===== config.mk =====
export PLATFORM = sky130hd
export DESIGN_NAME = lbp_top
export DESIGN_NICKNAME = d
export VERILOG_FILES = /design/src/lbp_pkg.sv /design/src/apb_pkg.sv /design/src/lbp_threshold.sv /design/src/riu2_mapping.sv /design/src/lbp_histogram.sv /design/src/lbp_apb_regs.sv /design/src/lbp_top.sv
export SDC_FILE = /design/constraint.sdc
export NUM_CORES = 1
export LEC_CHECK = 0
export ABC_AREA = 1
export BUFFER_PORTS_ARGS = -buffer_cell sky130_fd_sc_hd__buf_2
export CAP_MARGIN = 10
export CORE_UTILIZATION = 50
export DETAILED_ROUTE_END_ITERATION = 10
export PLACE_DENSITY = 0.65
export REMOVE_ABC_BUFFERS = 1
export SLEW_MARGIN = 15
export SYNTH_ARGS = -nofsm -noshare
export SYNTH_HDL_FRONTEND = slang
export SYNTH_SLANG_ARGS = --single-unit

===== constraint.sdc =====
create_clock -name clk -period 4.6 [get_ports clk]
set_input_delay 0.69 -clock clk [delete_from_list [all_inputs] [get_ports clk]]
set_output_delay 0.69 -clock clk [all_outputs]
set_load 0.02 [all_outputs]

===== src/lbp_pkg.sv =====
package lbp_pkg;

  // Neighbours of a 3x3 window
  localparam int NUM_NBR = 8;

  // riu2 codes 0..9
  localparam int NUM_BINS = 10;

  // Bit k set when neighbour k >= centre
  // Neighbour 0 is top left, order runs clockwise
  typedef logic [NUM_NBR-1:0] pattern_t;

  typedef logic [3:0] code_t;

  typedef logic [31:0] bin_cnt_t;

  // Patterns with more than two circular transitions
  localparam code_t NONUNIFORM_CODE = code_t'(9);

  // Transition limit for a uniform pattern
  localparam int MAX_UNIFORM_TRANS = 2;

endpackage


===== src/apb_pkg.sv =====
package apb_pkg;

  typedef logic [11:0] apb_addr_t;
  typedef logic [31:0] apb_data_t;

  // Register map
  localparam apb_addr_t ADDR_CTRL     = 12'h000;
  localparam apb_addr_t ADDR_STATUS   = 12'h004;
  localparam apb_addr_t ADDR_FRAMES   = 12'h008;
  localparam apb_addr_t ADDR_BIN_BASE = 12'h040; // Bin k at base + 4*k

  // CTRL fields
  localparam int CTRL_ENABLE_BIT = 0;
  localparam int CTRL_CLEAR_BIT  = 1;  // Self-clearing

  // STATUS fields, write 1 to clear
  localparam int STATUS_FRAME_DONE_BIT = 0;

endpackage


===== src/lbp_threshold.sv =====
`timescale 1ns/1ps

module lbp_threshold #(
  parameter int PIX_W = 8
) (
  input  logic                             clk,
  input  logic                             rst_n_i,
  input  logic                             enable_i,
  input  logic                             win_valid_i,
  input  logic                             win_last_i,
  input  logic [PIX_W-1:0]                 center_i,
  input  logic [lbp_pkg::NUM_NBR*PIX_W-1:0] nbr_i,
  output lbp_pkg::pattern_t                pattern_o,
  output logic                             done_o,
  output logic                             progress_done_o
);

  lbp_pkg::pattern_t cmp;
  lbp_pkg::pattern_t pattern_q;
  logic              accept;
  logic              done_q;
  logic              last_q;

  // Window taken only while enabled
  assign accept = win_valid_i & enable_i;

  // Unsigned neighbour >= centre
  always_comb begin
    for (int k = 0; k < lbp_pkg::NUM_NBR; k++) begin
      cmp[k] = (nbr_i[k*PIX_W +: PIX_W] >= center_i);
    end
  end

  always_ff @(posedge clk) begin
    if (!rst_n_i) begin
      done_q <= 1'b0;
      last_q <= 1'b0;
    end else begin
      done_q <= accept;
      last_q <= accept & win_last_i;  // Dropped windows lose their last flag too
    end
  end

  always_ff @(posedge clk) begin
    if (accept) begin
      pattern_q <= cmp;
    end
  end

  assign pattern_o       = pattern_q;
  assign done_o          = done_q;
  assign progress_done_o = last_q;

endmodule


===== src/riu2_mapping.sv =====
`timescale 1ns/1ps

module riu2_mapping (
  input  logic              clk,
  input  logic              rst_n_i,
  input  logic              done_i,
  input  logic              progress_done_i,
  input  lbp_pkg::pattern_t pattern_i,
  output lbp_pkg::code_t    data_o,
  output logic              done_o,
  output logic              progress_done_o
);

  lbp_pkg::pattern_t trans;

  // Stage 1: pair sums
  logic [1:0] tr_s1 [4];
  logic [1:0] pop_s1 [4];
  logic       st1_done;

  // Stage 2: partial sums
  logic [2:0] tr_s2 [2];
  logic [2:0] pop_s2 [2];
  logic       st2_done;

  // Stage 3: full counts
  logic [3:0] tr_cnt;
  logic [3:0] pop_cnt;
  logic       st3_done;

  logic [2:0] prog_sr;

  // Circular neighbour transitions, bit 7 wraps to bit 0
  always_comb begin
    for (int k = 0; k < lbp_pkg::NUM_NBR; k++) begin
      trans[k] = pattern_i[k] ^ pattern_i[(k + 1) % lbp_pkg::NUM_NBR];
    end
  end

  // Stage valid chain
  always_ff @(posedge clk) begin
    if (!rst_n_i) begin
      st1_done <= 1'b0;
      st2_done <= 1'b0;
      st3_done <= 1'b0;
    end else begin
      st1_done <= done_i;
      st2_done <= st1_done;
      st3_done <= st2_done;
    end
  end

  always_ff @(posedge clk) begin
    if (done_i) begin
      for (int i = 0; i < 4; i++) begin
        tr_s1[i]  <= {1'b0, trans[2*i]} + {1'b0, trans[2*i+1]};
        pop_s1[i] <= {1'b0, pattern_i[2*i]} + {1'b0, pattern_i[2*i+1]};
      end
    end
  end

  always_ff @(posedge clk) begin
    if (st1_done) begin
      for (int i = 0; i < 2; i++) begin
        tr_s2[i]  <= {1'b0, tr_s1[2*i]} + {1'b0, tr_s1[2*i+1]};
        pop_s2[i] <= {1'b0, pop_s1[2*i]} + {1'b0, pop_s1[2*i+1]};
      end
    end
  end

  always_ff @(posedge clk) begin
    if (st2_done) begin
      tr_cnt  <= {1'b0, tr_s2[0]} + {1'b0, tr_s2[1]};
      pop_cnt <= {1'b0, pop_s2[0]} + {1'b0, pop_s2[1]};
    end
  end

  // Progress flag rides alongside the three stages
  always_ff @(posedge clk) begin
    if (!rst_n_i) begin
      prog_sr <= '0;
    end else begin
      prog_sr <= {prog_sr[1:0], progress_done_i};
    end
  end

  // Non-uniform patterns collapse to one code
  assign data_o = (tr_cnt > lbp_pkg::MAX_UNIFORM_TRANS) ? lbp_pkg::NONUNIFORM_CODE
                                                        : lbp_pkg::code_t'(pop_cnt);

  assign done_o          = st3_done;
  assign progress_done_o = prog_sr[2];

endmodule


===== src/lbp_histogram.sv =====
`timescale 1ns/1ps

module lbp_histogram #(
  parameter int CNT_W = 32
) (
  input  logic                                         clk,
  input  logic                                         rst_n_i,
  input  logic                                         clear_i,
  input  logic                                         done_i,
  input  logic                                         progress_done_i,
  input  lbp_pkg::code_t                               code_i,
  output lbp_pkg::bin_cnt_t [lbp_pkg::NUM_BINS-1:0]    bins_o,
  output lbp_pkg::bin_cnt_t                            frames_o,
  output logic                                         frame_done_o
);

  logic [CNT_W-1:0] bin_q [lbp_pkg::NUM_BINS];
  logic [CNT_W-1:0] frame_q;
  logic             frame_done_q;
  logic             frame_end;

  // Last code of a frame
  assign frame_end = done_i & progress_done_i;

  always_ff @(posedge clk) begin
    if (!rst_n_i) begin
      for (int k = 0; k < lbp_pkg::NUM_BINS; k++) begin
        bin_q[k] <= '0;
      end
    end else if (clear_i) begin
      // A code landing with the clear still counts
      for (int k = 0; k < lbp_pkg::NUM_BINS; k++) begin
        bin_q[k] <= (done_i && code_i == k) ? CNT_W'(1) : '0;
      end
    end else if (done_i) begin
      for (int k = 0; k < lbp_pkg::NUM_BINS; k++) begin
        if (code_i == k) begin
          bin_q[k] <= bin_q[k] + 1'b1;
        end
      end
    end
  end

  always_ff @(posedge clk) begin
    if (!rst_n_i) begin
      frame_q      <= '0;
      frame_done_q <= 1'b0;
    end else begin
      frame_done_q <= frame_end;
      if (clear_i) begin
        frame_q <= frame_end ? CNT_W'(1) : '0;
      end else if (frame_end) begin
        frame_q <= frame_q + 1'b1;
      end
    end
  end

  genvar g;
  for (g = 0; g < lbp_pkg::NUM_BINS; g++) begin : g_bins
    assign bins_o[g] = lbp_pkg::bin_cnt_t'(bin_q[g]);
  end

  assign frames_o     = lbp_pkg::bin_cnt_t'(frame_q);
  assign frame_done_o = frame_done_q;  // One-cycle pulse

endmodule


===== src/lbp_apb_regs.sv =====
`timescale 1ns/1ps

module lbp_apb_regs (
  input  logic                                      clk,
  input  logic                                      rst_n_i,
  input  logic                                      psel_i,
  input  logic                                      penable_i,
  input  logic                                      pwrite_i,
  input  apb_pkg::apb_addr_t                        paddr_i,
  input  apb_pkg::apb_data_t                        pwdata_i,
  output apb_pkg::apb_data_t                        prdata_o,
  output logic                                      pready_o,
  output logic                                      pslverr_o,
  input  lbp_pkg::bin_cnt_t [lbp_pkg::NUM_BINS-1:0] bins_i,
  input  lbp_pkg::bin_cnt_t                         frames_i,
  input  logic                                      frame_done_i,
  output logic                                      enable_o,
  output logic                                      clear_o,
  output logic                                      irq_o
);

  apb_pkg::apb_addr_t bin_off;
  logic [3:0]         bin_idx;
  logic               hit_ctrl;
  logic               hit_status;
  logic               hit_frames;
  logic               hit_bin;
  logic               mapped;
  logic               read_only;
  logic               access;
  logic               wr_en;
  logic               enable_q;
  logic               clear_q;
  logic               status_q;

  assign access = psel_i & penable_i;
  assign wr_en  = access & pwrite_i;

  // Address decode
  assign bin_off    = paddr_i - apb_pkg::ADDR_BIN_BASE;
  assign bin_idx    = bin_off[5:2];
  assign hit_ctrl   = (paddr_i == apb_pkg::ADDR_CTRL);
  assign hit_status = (paddr_i == apb_pkg::ADDR_STATUS);
  assign hit_frames = (paddr_i == apb_pkg::ADDR_FRAMES);
  assign hit_bin    = (paddr_i >= apb_pkg::ADDR_BIN_BASE) && (bin_off[1:0] == 2'b00) &&
                      (bin_off[11:2] < lbp_pkg::NUM_BINS);

  assign mapped    = hit_ctrl | hit_status | hit_frames | hit_bin;
  assign read_only = hit_frames | hit_bin;

  // Zero wait states
  assign pready_o  = 1'b1;
  assign pslverr_o = access & (~mapped | (pwrite_i & read_only));

  always_comb begin
    prdata_o = '0;
    if (hit_ctrl) begin
      prdata_o[apb_pkg::CTRL_ENABLE_BIT] = enable_q;
    end else if (hit_status) begin
      prdata_o[apb_pkg::STATUS_FRAME_DONE_BIT] = status_q;
    end else if (hit_frames) begin
      prdata_o = frames_i;
    end else if (hit_bin) begin
      prdata_o = bins_i[bin_idx];
    end
  end

  always_ff @(posedge clk) begin
    if (!rst_n_i) begin
      enable_q <= 1'b0;
      clear_q  <= 1'b0;
      status_q <= 1'b0;
    end else begin
      clear_q <= wr_en & hit_ctrl & pwdata_i[apb_pkg::CTRL_CLEAR_BIT];
      if (wr_en && hit_ctrl) begin
        enable_q <= pwdata_i[apb_pkg::CTRL_ENABLE_BIT];
      end
      // New frame end wins over a W1C in the same cycle
      if (frame_done_i) begin
        status_q <= 1'b1;
      end else if (wr_en && hit_status && pwdata_i[apb_pkg::STATUS_FRAME_DONE_BIT]) begin
        status_q <= 1'b0;
      end
    end
  end

  assign enable_o = enable_q;
  assign clear_o  = clear_q;
  assign irq_o    = status_q;

endmodule


===== src/lbp_top.sv =====
`timescale 1ns/1ps

module lbp_top #(
  parameter int PIX_W = 8,
  parameter int CNT_W = 32
) (
  input  logic                              clk,
  input  logic                              rst_n_i,
  input  logic                              win_valid_i,
  input  logic                              win_last_i,
  input  logic [PIX_W-1:0]                  center_i,
  input  logic [lbp_pkg::NUM_NBR*PIX_W-1:0] nbr_i,
  input  logic                              psel_i,
  input  logic                              penable_i,
  input  logic                              pwrite_i,
  input  apb_pkg::apb_addr_t                paddr_i,
  input  apb_pkg::apb_data_t                pwdata_i,
  output apb_pkg::apb_data_t                prdata_o,
  output logic                              pready_o,
  output logic                              pslverr_o,
  output logic                              irq_o
);

  lbp_pkg::pattern_t                        thr_pattern;
  logic                                     thr_done;
  logic                                     thr_last;
  lbp_pkg::code_t                           map_code;
  logic                                     map_done;
  logic                                     map_last;
  lbp_pkg::bin_cnt_t [lbp_pkg::NUM_BINS-1:0] hist_bins;
  lbp_pkg::bin_cnt_t                        hist_frames;
  logic                                     hist_frame_done;
  logic                                     ctrl_enable;
  logic                                     ctrl_clear;

  lbp_threshold #(
    .PIX_W(PIX_W)
  ) u_threshold (
    .clk            (clk),
    .rst_n_i        (rst_n_i),
    .enable_i       (ctrl_enable),
    .win_valid_i    (win_valid_i),
    .win_last_i     (win_last_i),
    .center_i       (center_i),
    .nbr_i          (nbr_i),
    .pattern_o      (thr_pattern),
    .done_o         (thr_done),
    .progress_done_o(thr_last)
  );

  riu2_mapping u_riu2 (
    .clk            (clk),
    .rst_n_i        (rst_n_i),
    .done_i         (thr_done),
    .progress_done_i(thr_last),
    .pattern_i      (thr_pattern),
    .data_o         (map_code),
    .done_o         (map_done),
    .progress_done_o(map_last)
  );

  lbp_histogram #(
    .CNT_W(CNT_W)
  ) u_histogram (
    .clk            (clk),
    .rst_n_i        (rst_n_i),
    .clear_i        (ctrl_clear),
    .done_i         (map_done),
    .progress_done_i(map_last),
    .code_i         (map_code),
    .bins_o         (hist_bins),
    .frames_o       (hist_frames),
    .frame_done_o   (hist_frame_done)
  );

  lbp_apb_regs u_regs (
    .clk         (clk),
    .rst_n_i     (rst_n_i),
    .psel_i      (psel_i),
    .penable_i   (penable_i),
    .pwrite_i    (pwrite_i),
    .paddr_i     (paddr_i),
    .pwdata_i    (pwdata_i),
    .prdata_o    (prdata_o),
    .pready_o    (pready_o),
    .pslverr_o   (pslverr_o),
    .bins_i      (hist_bins),
    .frames_i    (hist_frames),
    .frame_done_i(hist_frame_done),
    .enable_o    (ctrl_enable),
    .clear_o     (ctrl_clear),
    .irq_o       (irq_o)
  );

endmodule


Word level (Yosys, flattened, before mapping)
Memory sizes are Yosys's and may differ from the RTL's.
Index checks and enable logic that the tools add are counted.
- RAM bits: 348
- register bits after elaboration: 60
- input bits: 123
- output and inout port bits: 35
- memories: 5
- memories (memory ; words ; bits a word ; read ports ; clocked after memory_dff ; write ports ; RTL line ; RTL):
    u_histogram.bin_q ; 10 ; 32 ; 10 ; 0 ; 10 ; lbp_histogram.sv:17 ; logic [CNT_W-1:0] bin_q [lbp_pkg::NUM_BINS];
    u_riu2.pop_s1 ; 4 ; 2 ; 4 ; 0 ; 4 ; riu2_mapping.sv:18 ; logic [1:0] pop_s1 [4];
    u_riu2.tr_s1 ; 4 ; 2 ; 4 ; 0 ; 4 ; riu2_mapping.sv:17 ; logic [1:0] tr_s1 [4];
    u_riu2.pop_s2 ; 2 ; 3 ; 2 ; 0 ; 2 ; riu2_mapping.sv:23 ; logic [2:0] pop_s2 [2];
    u_riu2.tr_s2 ; 2 ; 3 ; 2 ; 0 ; 2 ; riu2_mapping.sv:22 ; logic [2:0] tr_s2 [2];
- order comparisons: 12
- muxes and demuxes: 102
- bitwise gates (word level): 43
- add/sub/neg operators: 26
- eq/ne operators: 11
- reductions and logical operators: 20
- operator list (kind ; count):
    $mux W32 ; 25
    $add A32 B1 Y32 const B ; 11
    $bmux W32 S4 ; 1
    $mux W1 ; 73
    $ge A8 B8 Y1 ; 8
    $mux W31 ; 2
    $or A1 B1 Y1 ; 25
    $add A1 B1 Y2 ; 8
    $eq A4 B3 Y1 const B ; 4
    $logic_and A1 B1 Y1 ; 15
    $add A2 B2 Y3 ; 4
    $eq A12 B3 Y1 const B ; 1
    $eq A12 B4 Y1 const B ; 1
    $ge A12 B7 Y1 const B ; 1
    $logic_not A12 Y1 ; 1
    $sub A12 B7 Y12 const B ; 1
    $lt A10 B4 Y1 const B ; 1
    $and A1 B1 Y1 ; 9
    $add A3 B3 Y4 ; 2
    $eq A4 B2 Y1 const B ; 2
    $eq A4 B4 Y1 const B ; 2
    $xor A1 B1 Y1 ; 8
    $lt A4 B5 Y1 const B ; 1
    $eq A4 B1 Y1 const B ; 1
    other kinds (6) ; 7

Depth between registers and ports, before layout
- word-level depth: 9
- depth in mapped cells: 12
- mapped depth without buffers: 12

Modules after synthesis
Synthesis repeated with hierarchy kept, for this count alone.
- cells, all modules: 4275
- area, all modules: 29508.3 sq um
- by module, submodules not included (module ; cells each ; area each (sq um) ; seq. area each (sq um) ; instances):
    lbp_histogram ; 2920 ; 21720.8 ; 10269.8 ; 1
    lbp_apb_regs ; 986 ; 4206.5 ; 60.1 ; 1
    lbp_threshold ; 254 ; 1823.0 ; 280.3 ; 1
    riu2_mapping ; 115 ; 1757.9 ; 1201.2 ; 1

Worst setup path after synthesis
OpenSTA, ideal clock, no wires.
- path kind: flip-flop to flip-flop
- start: register u_riu2.tr_cnt[2]
- end: memory u_histogram.bin_q[1][0], in the netlist u_histogram.bin_q[0][32], enable pin
- setup time: 0.466 ns
- cell stages (with the launch flop): 6
- path buffers: 0
- data arrival time: 3.093 ns
- path slack: 1.041 ns
- cells stage by stage: edfxtp_1 > nor2_2 > nand2_2 > nor2_4 > nand2_2 > o21ai_0
- RTL lines (what ; RTL line ; RTL):
    start, declared ; riu2_mapping.sv:27 ; logic [3:0] tr_cnt;
    start signal, assigned ; riu2_mapping.sv:73 ; tr_cnt <= {1'b0, tr_s2[0]} + {1'b0, tr_s2[1]};
    end, declared ; lbp_histogram.sv:17 ;

Worst setup path after layout
- start: input port paddr_i[11]
- end: output port prdata_o[14]
- word-level cells in the longest chain between the ends: 7
- elaborated cells between the ends (all ways): 12
- those cells by class: add/sub: 1; order compare: 2; eq/ne: 2; mux: 4; reduce/logical: 3
- ends and longest elaborated chain (what ; RTL line ; RTL):
    start, declared ; lbp_top.sv:16 ; input apb_pkg::apb_addr_t paddr_i,
    $sub A12 B7 Y12 / $ge A12 B7 Y1 (equally long branches) ; lbp_apb_regs.sv:40, lbp_apb_regs.sv:45 ;
    $lt A10 B4 Y1 / $logic_and A1 B1 Y1 (equally long branches) ; lbp_apb_regs.sv:46, lbp_apb_regs.sv:45 ;
    $logic_and A1 B1 Y1 ; lbp_apb_regs.sv:45 ; assign hit_bin = (paddr_i >= apb_pkg::ADDR_BIN_BASE) && (bin_off[1:0] == 2'b00) &&
    $mux W32 ; lbp_apb_regs.sv:63 ; end else if (hit_bin) begin
    $mux W32 ; lbp_apb_regs.sv:61 ; end else if (hit_frames) begin
    $mux W31 ; lbp_apb_regs.sv:59 ; end else if (hit_status) begin
    $mux W31 * ; lbp_apb_regs.sv:57 ; if (hit_ctrl) begin
    end, declared ; lbp_top.sv:18 ; output apb_pkg::apb_data_t prdata_o,
Mark *: on every way between the ends. The rest lies on a longest branch, timed or not.

==> flow_summary_export.csv <==
group,metric,value,unit
pwr,pwr-share-clk,46.0,%
timing,rsz0062_at_grt,"false",
timing,skew,0.0141,ns
critical_path,rrSetupSlack,1.93,ns
critical_path,crit_arrival,3.13,ns
synth,syn-cell-area,27300,um^2
synth,yosysSeqAreaShare,43.3,%
critical_path,r2r_end,"u_histogram.bin_q[0][173]$_SDFFCE_PN0P_",
cts,post_cts_buffers,0,
timing,final_hold_viol_count,0,
routing,routed_wirelength,78.9,mm
critical_path,endpoint_kind,"primary output",
layout,final_cells,4322,
timing,relSlewSlack,39.4,%
synth,avgSynthCellArea,7.88,um^2
cts,ctsHoldBuffers,0,
routing,ant_nets,0,
timing,hold_ws,0.331,ns
placed_design,dp.cells,4232,
status,run_status,"finished, final reports clean",
timing,fmax,0.262,GHz
layout,nNetsFinal,3806,
routing,dr.pass1.iters,7,
routing,drt_iter0_drc,2405,
global_routing,grt_pass1_wl,125,mm
synth,synth_flop_cell,"edfxtp_1",
pwr,power_frac_comb,7.8,%
die,ios,158,
cts,clkTransAtPathRegs,0.06,ns
cts,root_buffer,"clkbuf_16",
timing,slew_viol_final,0,
die,initial_core_util,50.6,%
routing,drc_errors,0,
critical_path,r2r_cells,10,
synth,synth_cell_types,62,
timing,fin_crit_sh,82.9,%
cts,cts_buffer_depth,3,
hold_path,holdPathStages,3,
die,core,53900,um^2
cts,cts.sinks,408,
hold_path,min_from,"win_last_i",
pwr,powerDensity,301,nW/um^2
global_routing,grtUsageTotal,28.3,%
timing,setup_tns,0,ns
layout,drive_gt1_share,11.2,%
global_routing,antenna_found_initial,0,
global_routing,grt_max_degree,61,
critical_path,crit_fanout,20,
placed_design,place_hpwl,59.2,mm
critical_path,worstPathRequired,3.91,ns
timing,worst_slew_pin_slew,0.900,ns
cts,htree_num_levels,2,
synth,synth-edff-count,364,
synth,synth_seq_cells,408,
synth,yosysWarnings,0,
critical_path,crit_type,"in2out",
routing,via_count,24600,
placed_design,place_congestion,0.979,
pwr,leakage,12.0,nW
pwr,peakVddDrop,278,uV
cts,clock_latency,0.60,ns
hold_path,holdPathEnd,"u_threshold.progress_done_o$_SDFF_PN0_",
pwr,seq_power_share,46.3,%
pwr,p_int,6.94,mW
placed_design,place_ws,0.791,ns
die,fp.dieW,236,um
pwr,power.switching_fraction,24.1,%
die,std_cell_rows,85,
pwr,p_switching,2.20,mW
layout,final.fill_count,5028,
die,die_area,55500,um^2
hold_path,hold_class,"in2reg",
timing,final.min_clock_period,3.82,ns
die,die_h,236,um
timing,finalSetupViolCount,0,
layout,final_util,56.3,%
cts,cts_resized,0,
timing,setup_slack,0.785,ns
layout,syn_to_final_growth,11.3,%
synth,async_flop_share,0,%
critical_path,start_kind,"primary input",
layout,multiInputGateArea,13000,um^2
layout,antenna_cells,0,
routing,wl_per_cell,18.3,um
synth,synthCells,3464,
cts,numCtsBuffers,48,
routing,vias_per_cell,5.68,
cts,cts_tree,"yes",
placed_design,io_buffer_count,126,
run,drv_cap,0,
critical_path,timing.rr.start,"u_riu2.tr_cnt[2]$_DFFE_PP_",
global_routing,first_global_vias,23500,
layout,final-seq-area,11800,um^2
global_routing,grt_overflow,0,
worst max path at each step:
stage | startpoint | end | slack [ns] | depth (start not counted)
detailed placement | paddr_i[3] | prdata_o[30] | 0.79 | 11
CTS | paddr_i[3] | prdata_o[30] | 0.78 | 11
finish | paddr_i[11] | prdata_o[14] | 0.78 | 9
global route | paddr_i[11] | prdata_o[14] | 0.65 | 9
floorplan | paddr_i[5] | pslverr_o | 1.00 | 6
global placement | paddr_i[3] | prdata_o[30] | 0.80 | 11
synth_stat cells (15+ instances only):
| cell | n | share of area (%) |
|---|---|---|
| nand3_1 | 160 | 2.9 |
| xnor2_1 | 16 | 0.51 |
| ha_1 | 91 | 4.2 |
| o22ai_1 | 25 | 0.57 |
| nand4_1 | 71 | 1.6 |
| xor2_1 | 34 | 1.1 |
| edfxtp_1 | 364 | 40 |
| clkbuf_1 | 37 | 0.51 |
| nor2_4 | 29 | 1.2 |
| inv_2 | 20 | 0.28 |
| buf_2 | 36 | 0.66 |
| inv_1 | 515 | 7.1 |
| nor2_1 | 361 | 5.0 |
| nand3_2 | 17 | 0.62 |
| nor4_1 | 15 | 0.34 |
| a31oi_1 | 23 | 0.53 |
| nand2_1 | 677 | 9.3 |
| o21ai_1 | 19 | 0.35 |
| a21oi_1 | 320 | 5.9 |
| dfxtp_1 | 44 | 3.2 |
| o21ai_0 | 264 | 4.8 |
| nor2_2 | 37 | 0.85 |
| nor3_1 | 91 | 1.7 |
cell families (layout without fill, tap and decap cells):
group	after synthesis	after routing	share of synthesized area [%]
xor+xnor	50	50	1.60
fa+ha+maj	97	97	4.61
simple gates	1537	1537	26.4
buf+inv	629	791	9.15
flops	408	408	43.3
other cells	1	1	0.0137
compound gates	742	742	14.9
cell usage in the layout, fill, tap and decap left out, types with 10 or more instances in the layout:
| cell type | count |
|---|---|
| dfxtp_1 | 44 |
| nor3b_1 | 14 |
| nand3_2 | 17 |
| nand4_1 | 71 |
| clkbuf_1 | 15 |
| nand2_2 | 10 |
| edfxtp_1 | 364 |
| a211oi_1 | 13 |
| o211ai_1 | 14 |
| xor2_1 | 34 |
| nor4_1 | 15 |
| inv_1 | 515 |
| buf_4 | 39 |
| o21a_1 | 12 |
| nor3_2 | 11 |
| xnor2_1 | 16 |
| o22ai_1 | 25 |
| clkbuf_16 | 49 |
| nor2_4 | 29 |
| a31oi_1 | 23 |
| o21ai_1 | 19 |
| nor3_1 | 91 |
| o221ai_1 | 14 |
| o2111ai_1 | 12 |
| inv_2 | 20 |
| buf_2 | 125 |
| nor2_1 | 360 |
| nand2_1 | 676 |
| nor2_2 | 38 |
| nand3_1 | 160 |
| a21oi_1 | 320 |
| o21ai_0 | 260 |
| or2_2 | 11 |
| ha_1 | 91 |
power groups by stage:
stage / Combinational, mW / Sequential [mW] / Clock (mW)
6_report: 0.712 / 4.23 / 4.20
5_1_grt: 0.782 / 4.24 / 4.40
4_1_cts: 0.700 / 4.23 / 4.27
3_5_place_dp: 0.697 / 4.30 / 0
3_3_place_gp: 0.680 / 4.30 / 0
2_1_floorplan: 0.400 / 4.28 / 0
sequential cells by signal, summed over array words and instances, names as in the netlist:
signal	cells
u_histogram.bin_q	320
u_histogram.frames_o	32
u_riu2.pop_s1	8
u_riu2.tr_s1	8
u_threshold.pattern_o	8
u_riu2.pop_s2	6
u_riu2.tr_s2	6
u_riu2.pop_cnt	4
u_riu2.tr_cnt	4
u_riu2.prog_sr	3
u_histogram.frame_done_o	1
u_regs.clear_o	1
u_regs.enable_o	1
u_regs.irq_o	1
u_riu2.done_o	1
u_riu2.st1_done	1
u_riu2.st2_done	1
u_threshold.done_o	1
u_threshold.progress_done_o	1
cell type report:
cell class | count | share of cell area (%)
inverter | 536 | 6.64
multi-input combinational | 2427 | 42.8
clock buffer | 73 | 4.63
sequential | 408 | 38.9
timing repair buffer | 165 | 3.09
clock inverter | 17 | 1.05
tap | 696 | 2.87
through the flow:
stage	total power, mW	area [um^2]
floorplan	4.68	26800
global placement	4.98	28600
detailed placement	5.00	28600
CTS	9.20	30400
global route	9.43	30400
finish	9.14	30400
layer usage:
metal / routed length [um] / global-route usage [%] / vias to the layer above
met5: 0 / 0 / -
met1: 33400 / 37.8 / 11400
li1: - / - / 12000
met2: 36000 / 45.9 / 981
met4: 3180 / 12.2 / 0
met3: 6300 / 3.83 / 163
worst max-delay path, cell delays in order:
cell,delay [ns]
buf_2,0.10
nor2_1,0.07
nor3b_2,0.56
nand4_1,0.21
nand2_1,0.61
buf_4,0.29
o21ai_0,0.09
a31oi_1,0.27
buf_2,0.22
(Power assumes the default switching activity.)
